$ cat src/common/sevenseg_pkg.sv
// shared bus widths, display word union, register addresses
package sevenseg_pkg;

	// ------------------------------------------------------------------------
	// widths
	// ------------------------------------------------------------------------
	// one word on the display bus
	localparam int word_bits = 16;
	// one hex or bcd digit
	localparam int digit_bits = 4;

	// ------------------------------------------------------------------------
	// display word, shifted out as raw or built as address and data
	// ------------------------------------------------------------------------
	typedef union packed {
		logic [word_bits-1:0] raw;
		struct packed {
			// ignored by the display
			logic [3:0] unused;
			logic [3:0] addr;
			logic [7:0] data;
		} fields;
	} disp_word_u;

	// ------------------------------------------------------------------------
	// register addresses
	// ------------------------------------------------------------------------
	// first digit register, lsd
	localparam logic [3:0] reg_digit_base = 4'd1;
	localparam logic [3:0] reg_decode     = 4'd9;
	localparam logic [3:0] reg_intensity  = 4'd10;
	localparam logic [3:0] reg_scan_limit = 4'd11;
	localparam logic [3:0] reg_shutdown   = 4'd12;
	localparam logic [3:0] reg_test       = 4'd15;

endpackage

$ cat src/serial_tx.sv
// serial word shifter with half-bit divider and load strobe
`timescale 1ns/1ns

module serial_tx #(
	parameter int clk_div = 2
) (
	input  logic                     slow_clk,
	input  logic                     rst,
	input  logic                     send,
	input  sevenseg_pkg::disp_word_u word,
	output logic                     busy,
	output logic                     seg_dat,
	output logic                     seg_clk,
	output logic                     seg_sel
);
	import sevenseg_pkg::*;

	localparam int div_w = (clk_div > 1) ? $clog2(clk_div) : 1;
	localparam int bit_w = $clog2(word_bits);

	logic [word_bits-1:0] shreg;
	logic [div_w-1:0]     div_cnt;
	logic [bit_w-1:0]     bit_cnt;
	// one cycle after the last bit, before going idle
	logic                 latch;
	logic                 half_end;
	logic                 last_bit;
	logic                 shift_bit;

	assign half_end  = (div_cnt == div_w'(clk_div - 1));
	assign last_bit  = (bit_cnt == bit_w'(word_bits - 1));
	// falling serial clock moves on to the next bit
	assign shift_bit = busy && !latch && half_end && seg_clk;
	// msb first, line low outside a word
	assign seg_dat   = shreg[word_bits-1] & ~seg_sel;

	// ------------------------------------------------------------------------
	// framing, divider, bit counter
	// ------------------------------------------------------------------------
	always_ff @(posedge slow_clk, posedge rst) begin
		if (rst) begin
			busy    <= 1'b0;
			seg_sel <= 1'b1;
			seg_clk <= 1'b0;
			latch   <= 1'b0;
			div_cnt <= '0;
			bit_cnt <= '0;
		end else if (!busy) begin
			if (send) begin
				busy    <= 1'b1;
				seg_sel <= 1'b0;
				div_cnt <= '0;
				bit_cnt <= '0;
			end
		end else if (latch) begin
			busy  <= 1'b0;
			latch <= 1'b0;
		end else begin
			div_cnt <= half_end ? '0 : div_cnt + 1'b1;
			if (half_end) begin
				seg_clk <= ~seg_clk;
				// end of a high phase
				if (seg_clk && last_bit) begin
					seg_sel <= 1'b1;
					latch   <= 1'b1;
				end else if (seg_clk) begin
					bit_cnt <= bit_cnt + 1'b1;
				end
			end
		end
	end

	// shift register
	always_ff @(posedge slow_clk) begin
		if (send && !busy)
			shreg <= word.raw;
		else if (shift_bit && !last_bit)
			shreg <= {shreg[word_bits-2:0], 1'b0};
	end

endmodule

$ cat src/bcd_conv.sv
// iterative double-dabble binary to bcd converter
`timescale 1ns/1ns

module bcd_conv #(
	parameter int ctr_bits   = 24,
	parameter int num_digits = 8
) (
	input  logic                                          slow_clk,
	input  logic                                          rst,
	input  logic                                          start,
	input  logic [ctr_bits-1:0]                           value,
	output logic [num_digits*sevenseg_pkg::digit_bits-1:0] bcd,
	output logic                                          bcd_done
);
	import sevenseg_pkg::*;

	localparam int bcd_bits = num_digits * digit_bits;
	localparam int cnt_w    = $clog2(ctr_bits + 1);

	logic [ctr_bits-1:0] sh;
	logic [bcd_bits-1:0] acc;
	logic [bcd_bits-1:0] adj;
	logic [bcd_bits-1:0] acc_nxt;
	logic [cnt_w-1:0]    cnt;
	logic                running;
	logic                last;

	// add three to every digit of five or more
	always_comb begin
		adj = acc;
		for (int i = 0; i < num_digits; i++) begin
			if (acc[i*digit_bits +: digit_bits] >= digit_bits'(5))
				adj[i*digit_bits +: digit_bits] = acc[i*digit_bits +: digit_bits] + digit_bits'(3);
		end
	end

	// then shift in the next input bit
	assign acc_nxt = {adj[bcd_bits-2:0], sh[ctr_bits-1]};
	assign last    = running && (cnt == cnt_w'(1));

	// ------------------------------------------------------------------------
	// bit counter, restarted by every start
	// ------------------------------------------------------------------------
	always_ff @(posedge slow_clk, posedge rst) begin
		if (rst) begin
			running  <= 1'b0;
			cnt      <= '0;
			bcd_done <= 1'b0;
		end else begin
			bcd_done <= last && !start;
			if (start) begin
				running <= 1'b1;
				cnt     <= cnt_w'(ctr_bits);
			end else if (running) begin
				cnt <= cnt - 1'b1;
				if (last)
					running <= 1'b0;
			end
		end
	end

	// datapath, digits only change on completion
	always_ff @(posedge slow_clk) begin
		if (start) begin
			sh  <= value;
			acc <= '0;
		end else if (running) begin
			sh  <= sh << 1;
			acc <= acc_nxt;
		end
		if (last && !start)
			bcd <= acc_nxt;
	end

endmodule

$ cat src/display/disp_cfg.sv
// step counter, hex and hold mode registers, new value strobe
`timescale 1ns/1ns

module disp_cfg #(
	parameter int ctr_bits = 24
) (
	input  logic                slow_clk,
	input  logic                rst,
	input  logic                step,
	input  logic                hex_toggle,
	input  logic                hold_toggle,
	output logic [ctr_bits-1:0] value,
	output logic                value_new,
	output logic                show_hex,
	output logic                hold
);

	// ------------------------------------------------------------------------
	// counter, keeps counting in hold
	// ------------------------------------------------------------------------
	always_ff @(posedge slow_clk, posedge rst) begin
		if (rst)
			value <= '0;
		else if (step)
			value <= value + ctr_bits'(1);
	end

	// ------------------------------------------------------------------------
	// mode flags
	// ------------------------------------------------------------------------
	always_ff @(posedge slow_clk, posedge rst) begin
		if (rst) begin
			show_hex <= 1'b0;
			hold     <= 1'b0;
		end else begin
			// toggles are clean single pulses
			if (hex_toggle)
				show_hex <= ~show_hex;
			if (hold_toggle)
				hold <= ~hold;
		end
	end

	// new content strobe, same cycle as the updated value
	// frozen while hold is set
	always_ff @(posedge slow_clk, posedge rst) begin
		if (rst)
			value_new <= 1'b0;
		else
			value_new <= (step | hex_toggle) & ~hold;
	end

endmodule

$ cat src/display/disp_ctrl.sv
// init sequence, frame sequencing, seven segment font
`timescale 1ns/1ns

module disp_ctrl #(
	parameter int num_digits = 8
) (
	input  logic                                          slow_clk,
	input  logic                                          rst,
	input  logic                                          value_new,
	input  logic                                          bcd_done,
	input  logic                                          show_hex,
	input  logic [num_digits*sevenseg_pkg::digit_bits-1:0] value,
	input  logic [num_digits*sevenseg_pkg::digit_bits-1:0] bcd,
	input  logic                                          busy,
	output logic                                          send,
	output sevenseg_pkg::disp_word_u                      word
);
	import sevenseg_pkg::*;

	localparam int idx_w = $clog2((num_digits > 5) ? num_digits : 5);
	localparam logic [1:0] st_init = 2'd0, st_idle = 2'd1, st_frame = 2'd2;

	logic [1:0]                       state;
	logic [idx_w-1:0]                 idx;
	logic                             pending;
	logic                             req;
	logic                             can_send;
	logic                             frame_start;
	logic [num_digits*digit_bits-1:0] digits;
	disp_word_u                       word_nxt;

	// segment order dp a b c d e f g
	function automatic logic [7:0] font(input logic [3:0] d);
		case (d)
			4'h0: font = 8'h7e;
			4'h1: font = 8'h30;
			4'h2: font = 8'h6d;
			4'h3: font = 8'h79;
			4'h4: font = 8'h33;
			4'h5: font = 8'h5b;
			4'h6: font = 8'h5f;
			4'h7: font = 8'h70;
			4'h8: font = 8'h7f;
			4'h9: font = 8'h7b;
			4'ha: font = 8'h77;
			4'hb: font = 8'h1f;
			4'hc: font = 8'h4e;
			4'hd: font = 8'h3d;
			4'he: font = 8'h4f;
			default: font = 8'h47;
		endcase
	endfunction

	// hex content on every new value, decimal once converted
	assign req         = show_hex ? value_new : bcd_done;
	// one word in flight, wait for busy to rise
	assign can_send    = !busy && !send && (state != st_idle);
	assign frame_start = (state == st_idle) && (pending || req);

	always_comb begin
		word_nxt.fields.unused = '0;
		word_nxt.fields.addr   = reg_digit_base + 4'(idx);
		word_nxt.fields.data   = font(digits[idx*digit_bits +: digit_bits]);
		if (state == st_init) begin
			case (idx)
				0: word_nxt.fields = '{4'd0, reg_decode, 8'h00};
				1: word_nxt.fields = '{4'd0, reg_intensity, 8'h07};
				2: word_nxt.fields = '{4'd0, reg_scan_limit, 8'(num_digits - 1)};
				3: word_nxt.fields = '{4'd0, reg_shutdown, 8'h01};
				default: word_nxt.fields = '{4'd0, reg_test, 8'h00};
			endcase
		end
	end

	// ------------------------------------------------------------------------
	// sequencer
	// ------------------------------------------------------------------------
	always_ff @(posedge slow_clk, posedge rst) begin
		if (rst) begin
			state   <= st_init;
			idx     <= '0;
			pending <= 1'b0;
			send    <= 1'b0;
		end else begin
			send <= can_send;
			// merged requests, latest content wins
			if (req)
				pending <= 1'b1;
			if (frame_start) begin
				pending <= 1'b0;
				state   <= st_frame;
				idx     <= '0;
			end else if (can_send && state == st_init && idx == idx_w'(4)) begin
				state <= st_idle;
				idx   <= '0;
			end else if (can_send && idx == idx_w'(num_digits - 1)) begin
				state <= st_idle;
				idx   <= '0;
			end else if (can_send) begin
				idx <= idx + 1'b1;
			end
		end
	end

	// digits latched at frame start
	always_ff @(posedge slow_clk) begin
		if (frame_start)
			digits <= show_hex ? value : bcd;
		if (can_send)
			word <= word_nxt;
	end

endmodule

$ cat src/sevenseg_top.sv
// top level, config, bcd converter, display controller, serial bus
`timescale 1ns/1ns

module sevenseg_top #(
	parameter int ctr_bits   = 24,
	parameter int num_digits = 8,
	parameter int clk_div    = 2
) (
	input  logic slow_clk,
	input  logic rst,
	input  logic step,
	input  logic hex_toggle,
	input  logic hold_toggle,
	output logic seg_dat,
	output logic seg_clk,
	output logic seg_sel,
	output logic show_hex,
	output logic hold
);
	import sevenseg_pkg::*;

	localparam int disp_bits = num_digits * digit_bits;

	logic [ctr_bits-1:0]  value;
	logic                 value_new;
	logic [disp_bits-1:0] bcd;
	logic                 bcd_done;
	logic                 send;
	logic                 busy;
	disp_word_u           word;

	// ------------------------------------------------------------------------
	// counter and modes
	// ------------------------------------------------------------------------
	disp_cfg #(.ctr_bits(ctr_bits)) i_disp_cfg (
		.slow_clk(slow_clk), .rst(rst), .step(step),
		.hex_toggle(hex_toggle), .hold_toggle(hold_toggle),
		.value(value), .value_new(value_new), .show_hex(show_hex), .hold(hold)
	);

	// decimal digits
	bcd_conv #(.ctr_bits(ctr_bits), .num_digits(num_digits)) i_bcd_conv (
		.slow_clk(slow_clk), .rst(rst), .start(value_new), .value(value),
		.bcd(bcd), .bcd_done(bcd_done)
	);

	// ------------------------------------------------------------------------
	// display words and serial bus
	// ------------------------------------------------------------------------
	disp_ctrl #(.num_digits(num_digits)) i_disp_ctrl (
		.slow_clk(slow_clk), .rst(rst), .value_new(value_new), .bcd_done(bcd_done),
		.show_hex(show_hex), .value(disp_bits'(value)), .bcd(bcd),
		.busy(busy), .send(send), .word(word)
	);

	serial_tx #(.clk_div(clk_div)) i_serial_tx (
		.slow_clk(slow_clk), .rst(rst), .send(send), .word(word), .busy(busy),
		.seg_dat(seg_dat), .seg_clk(seg_clk), .seg_sel(seg_sel)
	);

endmodule

$ cat config.mk
export PLATFORM = sky130hd
export DESIGN_NAME = sevenseg_top
export DESIGN_NICKNAME = d
export VERILOG_FILES = /design/src/common/sevenseg_pkg.sv /design/src/serial_tx.sv /design/src/bcd_conv.sv /design/src/display/disp_cfg.sv /design/src/display/disp_ctrl.sv /design/src/sevenseg_top.sv
export SDC_FILE = /design/constraint.sdc
export NUM_CORES = 1
export LEC_CHECK = 0
export BUFFER_PORTS_ARGS = -buffer_cell sky130_fd_sc_hd__buf_2
export CAP_MARGIN = 20
export CELL_PAD_IN_SITES_DETAIL_PLACEMENT = 0
export CELL_PAD_IN_SITES_GLOBAL_PLACEMENT = 2
export CORE_MARGIN = 4
export CORE_UTILIZATION = 45
export DETAILED_ROUTE_END_ITERATION = 6
export MAX_ROUTING_LAYER = met4
export PLACE_DENSITY_LB_ADDON = 0.1
export SLEW_MARGIN = 20
export SYNTH_ARGS = -nofsm -noshare
export SYNTH_HDL_FRONTEND = slang
export SYNTH_HIERARCHICAL = 1
export SYNTH_SLANG_ARGS = --single-unit
export TNS_END_PERCENT = 20
$ cat constraint.sdc
create_clock -name slow_clk -period 3.5 [get_ports slow_clk]
set_input_delay 0.35 -clock slow_clk [delete_from_list [all_inputs] [get_ports slow_clk]]
set_output_delay 0.35 -clock slow_clk [all_outputs]
set_load 0.005 [all_outputs]
Yosys cells after proc, flatten, opt, wreduce, memory -nomap -nowiden

Memory sizes are Yosys's and may differ from the RTL's.
Cells that the tools add are included.

Latch bits: 0
Word-level logic and storage cells: 153
Flip-flop bits (word level): 202
Memories kept: 1
Input bits: 5
ROM bits: 112
Bits in writable memories: 0

Equal/unequal tests: 14
Multiplexer cells: 50
Add/sub/neg operators: 14
Order comparisons: 8
Bitwise logic cells: 8
Divide/modulo/power cells: 0
Multipliers: 0
Reduce and logical (&&, ||, !) cells: 32
Shifts and indexed selects: 1

Memory list:

| memory          | depth | bits a word | rd ports | clocked after Yosys merged registers in | write ports | RTL line        | RTL |
|---|---|---|---|---|---|---|---|
| (no name shown) | 16    | 7           | 1        | 0                                       | 0           | disp_ctrl.sv:34 | `case (d)` |

Operator list:

| operator              | number |
|---|---|
| $mux 24               | 3 |
| $mux 4                | 13 |
| $pmux 11 s4           | 1 |
| $ge 4x3->1 const B    | 8 |
| $mux 16               | 2 |
| $shiftx 32x6->4       | 1 |
| $add 4x2->4 const B   | 7 |
| $add 24x1->24 const B | 1 |
| $mux 1                | 20 |
| $mux 3                | 5 |
| $logic_and 1x1->1     | 14 |
| $mux 12               | 1 |
| $mux 5                | 2 |
| $ne 2x2->1 const B    | 5 |
| $reduce_bool 2->1     | 4 |
| $eq 3x2->1 const B    | 2 |
| $eq 3x3->1 const B    | 2 |
| $mux 2                | 3 |
| $eq 5x1->1 const B    | 1 |
| $logic_not 1->1       | 5 |
| $not 1->1             | 5 |
| $reduce_and 5->1      | 1 |
| $sub 5x1->5 const B   | 1 |
| $add 1x3->4 const A   | 1 |
| other kinds (18)      | 19 |

Longest topological paths before layout

Word-level depth: 7
Depth in mapped cells: 8
Depth with buffers taken out: 7

By module

The synthesis kept the hierarchy.

Modules (own cells, without submodules):

| module       | area each (sq um) | instances | cells an instance | sequential area each (sq um) |
|---|---|---|---|---|
| bcd_conv     | 4752.1            | 1         | 431               | 2497.4 |
| disp_ctrl    | 2717.6            | 1         | 189               | 1466.4 |
| disp_cfg     | 1233.7            | 1         | 101               | 675.6 |
| serial_tx    | 1141.1            | 1         | 78                | 706.9 |
| sevenseg_top | 3.8               | 1         | 1                 | 0.0 |

Worst setup path before layout

No wires, ideal clock.

Path type: register to register
Start point: reg i_bcd_conv.cnt[1]
End point: reg i_bcd_conv/bcd[0] in the netlist's numbering (enable)
Clock period less this slack: 2.981 ns
Library setup time: 0.422 ns
Setup slack: 0.519 ns
Path buffers: 0
Arrival: 2.558 ns
Stages on the path, launching flop included: 5
Cells stage by stage: dfrtp_1 -> inv_1 -> ha_1 -> or4b_2 -> nor2_1

Longest elaborated chain between the ends: 3

Ends and longest elaborated chain:

| item                     | RTL line       | RTL |
|---|---|---|
| start: declaration       | bcd_conv.sv:24 | `logic [cnt_w-1:0] cnt;` |
| start signal: assignment | bcd_conv.sv:53 | `cnt <= cnt_w'(ctr_bits);` |
| start signal: assignment | bcd_conv.sv:55 | `cnt <= cnt - 1'b1;` |
| $eq 5x1->1               | bcd_conv.sv:39 | `assign last = running && (cnt == cnt_w'(1));` |
| $logic_and 1x1->1        | bcd_conv.sv:39 |  |
| $logic_and 1x1->1        | bcd_conv.sv:71 | `if (last && !start)` |
| end signal: assignment   | bcd_conv.sv:72 | `bcd <= acc_nxt;` |
| end: declaration         | bcd_conv.sv:12 | `output logic [num_digits*sevenseg_pkg::digit_bits-1:0] bcd,` |

No other way between the ends.
A chain may end at the register's enable or synchronous reset.

Final worst setup path

Start point: reg i_disp_ctrl.idx[0]
End point: reg i_disp_ctrl/word[6] in the netlist's numbering, data pin

Longest elaborated chain between the ends: 3

Ends and longest elaborated chain:

| item                     | RTL line         | RTL |
|---|---|---|
| start: declaration       | disp_ctrl.sv:24  | `logic [idx_w-1:0] idx;` |
| start signal: assignment | disp_ctrl.sv:100 | `idx <= idx + 1'b1;` |
| $shiftx 32x6->4          | disp_ctrl.sv:63  | `word_nxt.fields.data = font(digits[idx*digit_bits +: digit_bits]);` |
| $mem_v2 16x7             | -                |  |
| $mux 12                  | disp_ctrl.sv:64  | `if (state == st_init) begin` |
| end signal: assignment   | disp_ctrl.sv:110 | `word <= word_nxt;` |
| end: declaration         | disp_ctrl.sv:16  | `output sevenseg_pkg::disp_word_u word` |

No other way between the ends.

==> summary.txt <==
Layout
  • Share of cells above drive strength 1: 18.60%
  • Nets: 842
  • Final-layout fill cell count: 1838
  • Final Util: 50.55%
  • # diodes: 0
  • Area Overhead vs Synth: 9.262%

Power and ir drop
  • Pleak: 4.349 nW
  • Peak supply drop: 0.0003344 V
  • PwrDens: 662.4 mW/mm²

Clock tree
  • Root buffer cell: clkbuf_16
  • Clock H-tree levels: 4
  • Max clock buf depth: 2
  • Number of CTS-inserted buffers: 17
  • Clock Latency Late Sink: 0.43 ns
  • Clock sink total: around 200
  • CTS tree: done
  • Clock-pin slew on the worst setup and hold paths: about 0.070 ns

Floorplan
  • Core area: ~0.021 mm²
  • IO Pins: 10
  • Die Ht: 155.9 µm
  • Num rows: 53
  • Die area: 0.02432 mm²
  • Initial core utilization: 46.26%
  • Chip Width: 155.9 µm

Yosys
  • Post-synth top flop: edfxtp_1
  • Cells after Synth: 800
  • Mapped cell area: 0.009848 mm²
  • Avg Inst Size Synth: 12.31 µm²
  • Syn. warnings: 6
  • Flops & latches, synth: a little under 200
  • Synth cell types: 72
  • Post-synth EDFFs: approximately 120
  • Synth cell count leaders: edfxtp_1 (115), nand2_1 (64), mux2_2 (56)
  • Leading area contributor after synthesis: edfxtp_1
  • Ys async rst share: 25.38%
  • Seq/Total Area, Yosys: 54.29%
  • Area contributors post-synth: edfxtp_1 (35%), dfrtp_1 (12%), dfxtp_1 (6.5%), mux2_2 (6.4%), ha_1 (4.2%)
  • Top cell type's share of synthesized area: a little over a third
  • Most common cell in the netlist: edfxtp_1

GRT
  • Initial antenna violation count: 0
  • Maximum number of pins on one net before global-route repair: 79
  • Vias in the first global route: between 5k and 6k
  • GRT Total Usage: roughly 17%
  • First-pass GRT wire length: 31690 µm
  • Total grt overflow: 0

Min path
  • Hold Crit Class: in2reg
  • Hold Crit Depth: 2

Critical path
  • CP max stage cell: dfrtp_1
  • Reg2reg path depth: 6
  • Critical path peak fanout: 14
  • Worst EP arrival: 2.80 ns
  • WP data required: ~3.7 ns
  • CP Cell Sequence: mux4_2 > mux2i_2 > buf_4 > nand2b_1 > and3b_1 > o21a_1
  • Setup crit start kind: register
  • Worst setup path class: reg2reg
  • CP Capture Type: register
  • Slowest stage delay, CP: around 0.74 ns

Placement
  • Gpl congestion: around 0.81
  • Detail Placement HPWL: 12780 µm
  • Pre-CTS setup slack: around 0.9 ns
  • Port bufs: 9

STA
  • Final worst clock skew: 0.009232 ns
  • Setup WS post-layout: between 0.8 and 0.9 ns
  • Fin crit share: between 70% and 80%
  • RSZ-0062 raised after global routing: no
  • Fmax: 0.3830 GHz
  • Final min period: about 2.6 ns
  • Worst-margin pin slew: between 0.8 and 0.9 ns
  • Setup violators final: 0
  • Sum Neg Setup Slack: 0 ns
  • Max transition margin: 44.31%
  • Max Slew Vio Count: 0
  • Final hold violation count: 0

Detailed routing
  • Residual DRC: 0
  • Detailed Route Iter0 Violations: 254
  • Vias per inst: 5.356
  • DRT Pass-1 Iters: 4
  • DR vias: ~5.8k
  • ANT nets after route: 0
  • WL/cell: approximately 17 µm
  • WL final: 18720 µm

Status
  • Outcome: finished clean

Run
  • Max-cap violations: 0
## what timing repair did
item | in CTS | in global routing
hold buffers | 1 | 0
setup buffers | 0 | 0
resized for setup | 0 | 0
endpoints found under the hold margin | 22 | 0
## state kept, by name, indices dropped and copies added (netlist names), 5 cells and up
name / cells
i_bcd_conv/sh: 24
i_disp_ctrl/digits: 32
i_disp_ctrl/word: 11
i_bcd_conv/cnt: 5
i_bcd_conv/acc: 32
i_disp_cfg/value: 24
i_bcd_conv/bcd: 32
i_serial_tx/shreg: 16
## final timing paths
path	slack [ns]	endpoint	start
worst min register to register	0.47	i_bcd_conv/bcd[0]	i_bcd_conv/sh[23]
min in group asynchronous	0.46	i_disp_ctrl/pending	rst
max in group asynchronous	2.47	i_disp_cfg/value_new	rst
worst max-delay path	0.89	i_disp_ctrl/word[6]	i_disp_ctrl/idx[0]
worst min-delay path	0.09	i_disp_cfg/hold	hold_toggle
worst max register to register	0.89	i_disp_ctrl/word[6]	i_disp_ctrl/idx[0]
## metal layers
| layer | vias up | track usage (%) | part of all wire (%) |
|---|---|---|---|
| met5 | - | - | 0 |
| met4 | 0 | 4.127 | 0.66 |
| met3 | 7 | 3.245 | 2.1 |
| met2 | 40 | 27.57 | 49 |
| met1 | 2861 | 21.85 | 48 |
| li1 | 2941 | - | - |
## cell usage in the layout, fill, tap and decap left out, drive strengths merged, types with 8 or more instances in the layout
| cell | count |
|---|---|
| buf | 18 |
| mux2i | 16 |
| nand3 | 17 |
| nor3 | 17 |
| nand2b | 17 |
| mux2 | 71 |
| a311oi | 16 |
| dfrtp | 49 |
| inv | 38 |
| xor2 | 16 |
| a2111oi | 13 |
| o21ai | 22 |
| nor2 | 49 |
| clkbuf | 20 |
| mux4 | 8 |
| nor3b | 18 |
| xnor2 | 21 |
| ha | 33 |
| dfxtp | 32 |
| or3 | 8 |
| nor2b | 20 |
| and3 | 8 |
| edfxtp | 115 |
| a21oi | 17 |
| nand2 | 64 |
| conb | 13 |
## power breakdown
group | switching, mW | internal (mW) | leakage, nW
clock | 0.875 | 1.20 | 0.301
sequential | 0.383 | 2.90 | 2.01
combinational | 0.939 | 0.828 | 2.04
## cell type report
cell class | instances | area, µm² | share of cell area [%]
multi-input cells | 535 | 4160 | 38.66
well taps | 275 | 344.1 | 3.198
repair buffers | 19 | 147.6 | 1.372
clock inverters | 12 | 163.9 | 1.523
flip-flops and latches | 197 | 5349 | 49.71
inverters | 34 | 127.6 | 1.186
clock buffers | 20 | 467.9 | 4.349
## through the flow
step	instance area (µm²)	hold WS [ns]	instances	power (mW)
after detailed placement	10120	0.3502	1059	5.108
after global routing	10760	0.06752	1092	7.561
final	10760	0.08768	1092	7.127
after global placement	10120	0.3375	1059	5.050
after floorplan	9889	0.1534	811	4.640
after CTS	10760	0.06472	1092	7.208
## critical path, delay by kind of cell (launching register included)
kind                   cells  cell delay (ns)
buffers and inverters      1             0.23
multiplexers               2             0.92
AND/OR/NAND/NOR            2             0.30
AO/OA/AOI/OAI              1             0.16
flip-flops                 1             0.74
## logic make-up after synthesis
family	count (synthesis)	share of synthesized area [%]
AND/OR/NAND/NOR	254	14.39
adder cells (fa/ha/maj)	33	4.193
buffers and inverters	79	3.989
XOR/XNOR	37	3.291
AO/OA/AOI/OAI	103	7.597
multiplexers	95	12.17
flip-flops	197	54.29
other	2	0.07626
Note: power is estimated with default switching activity, not from simulation.
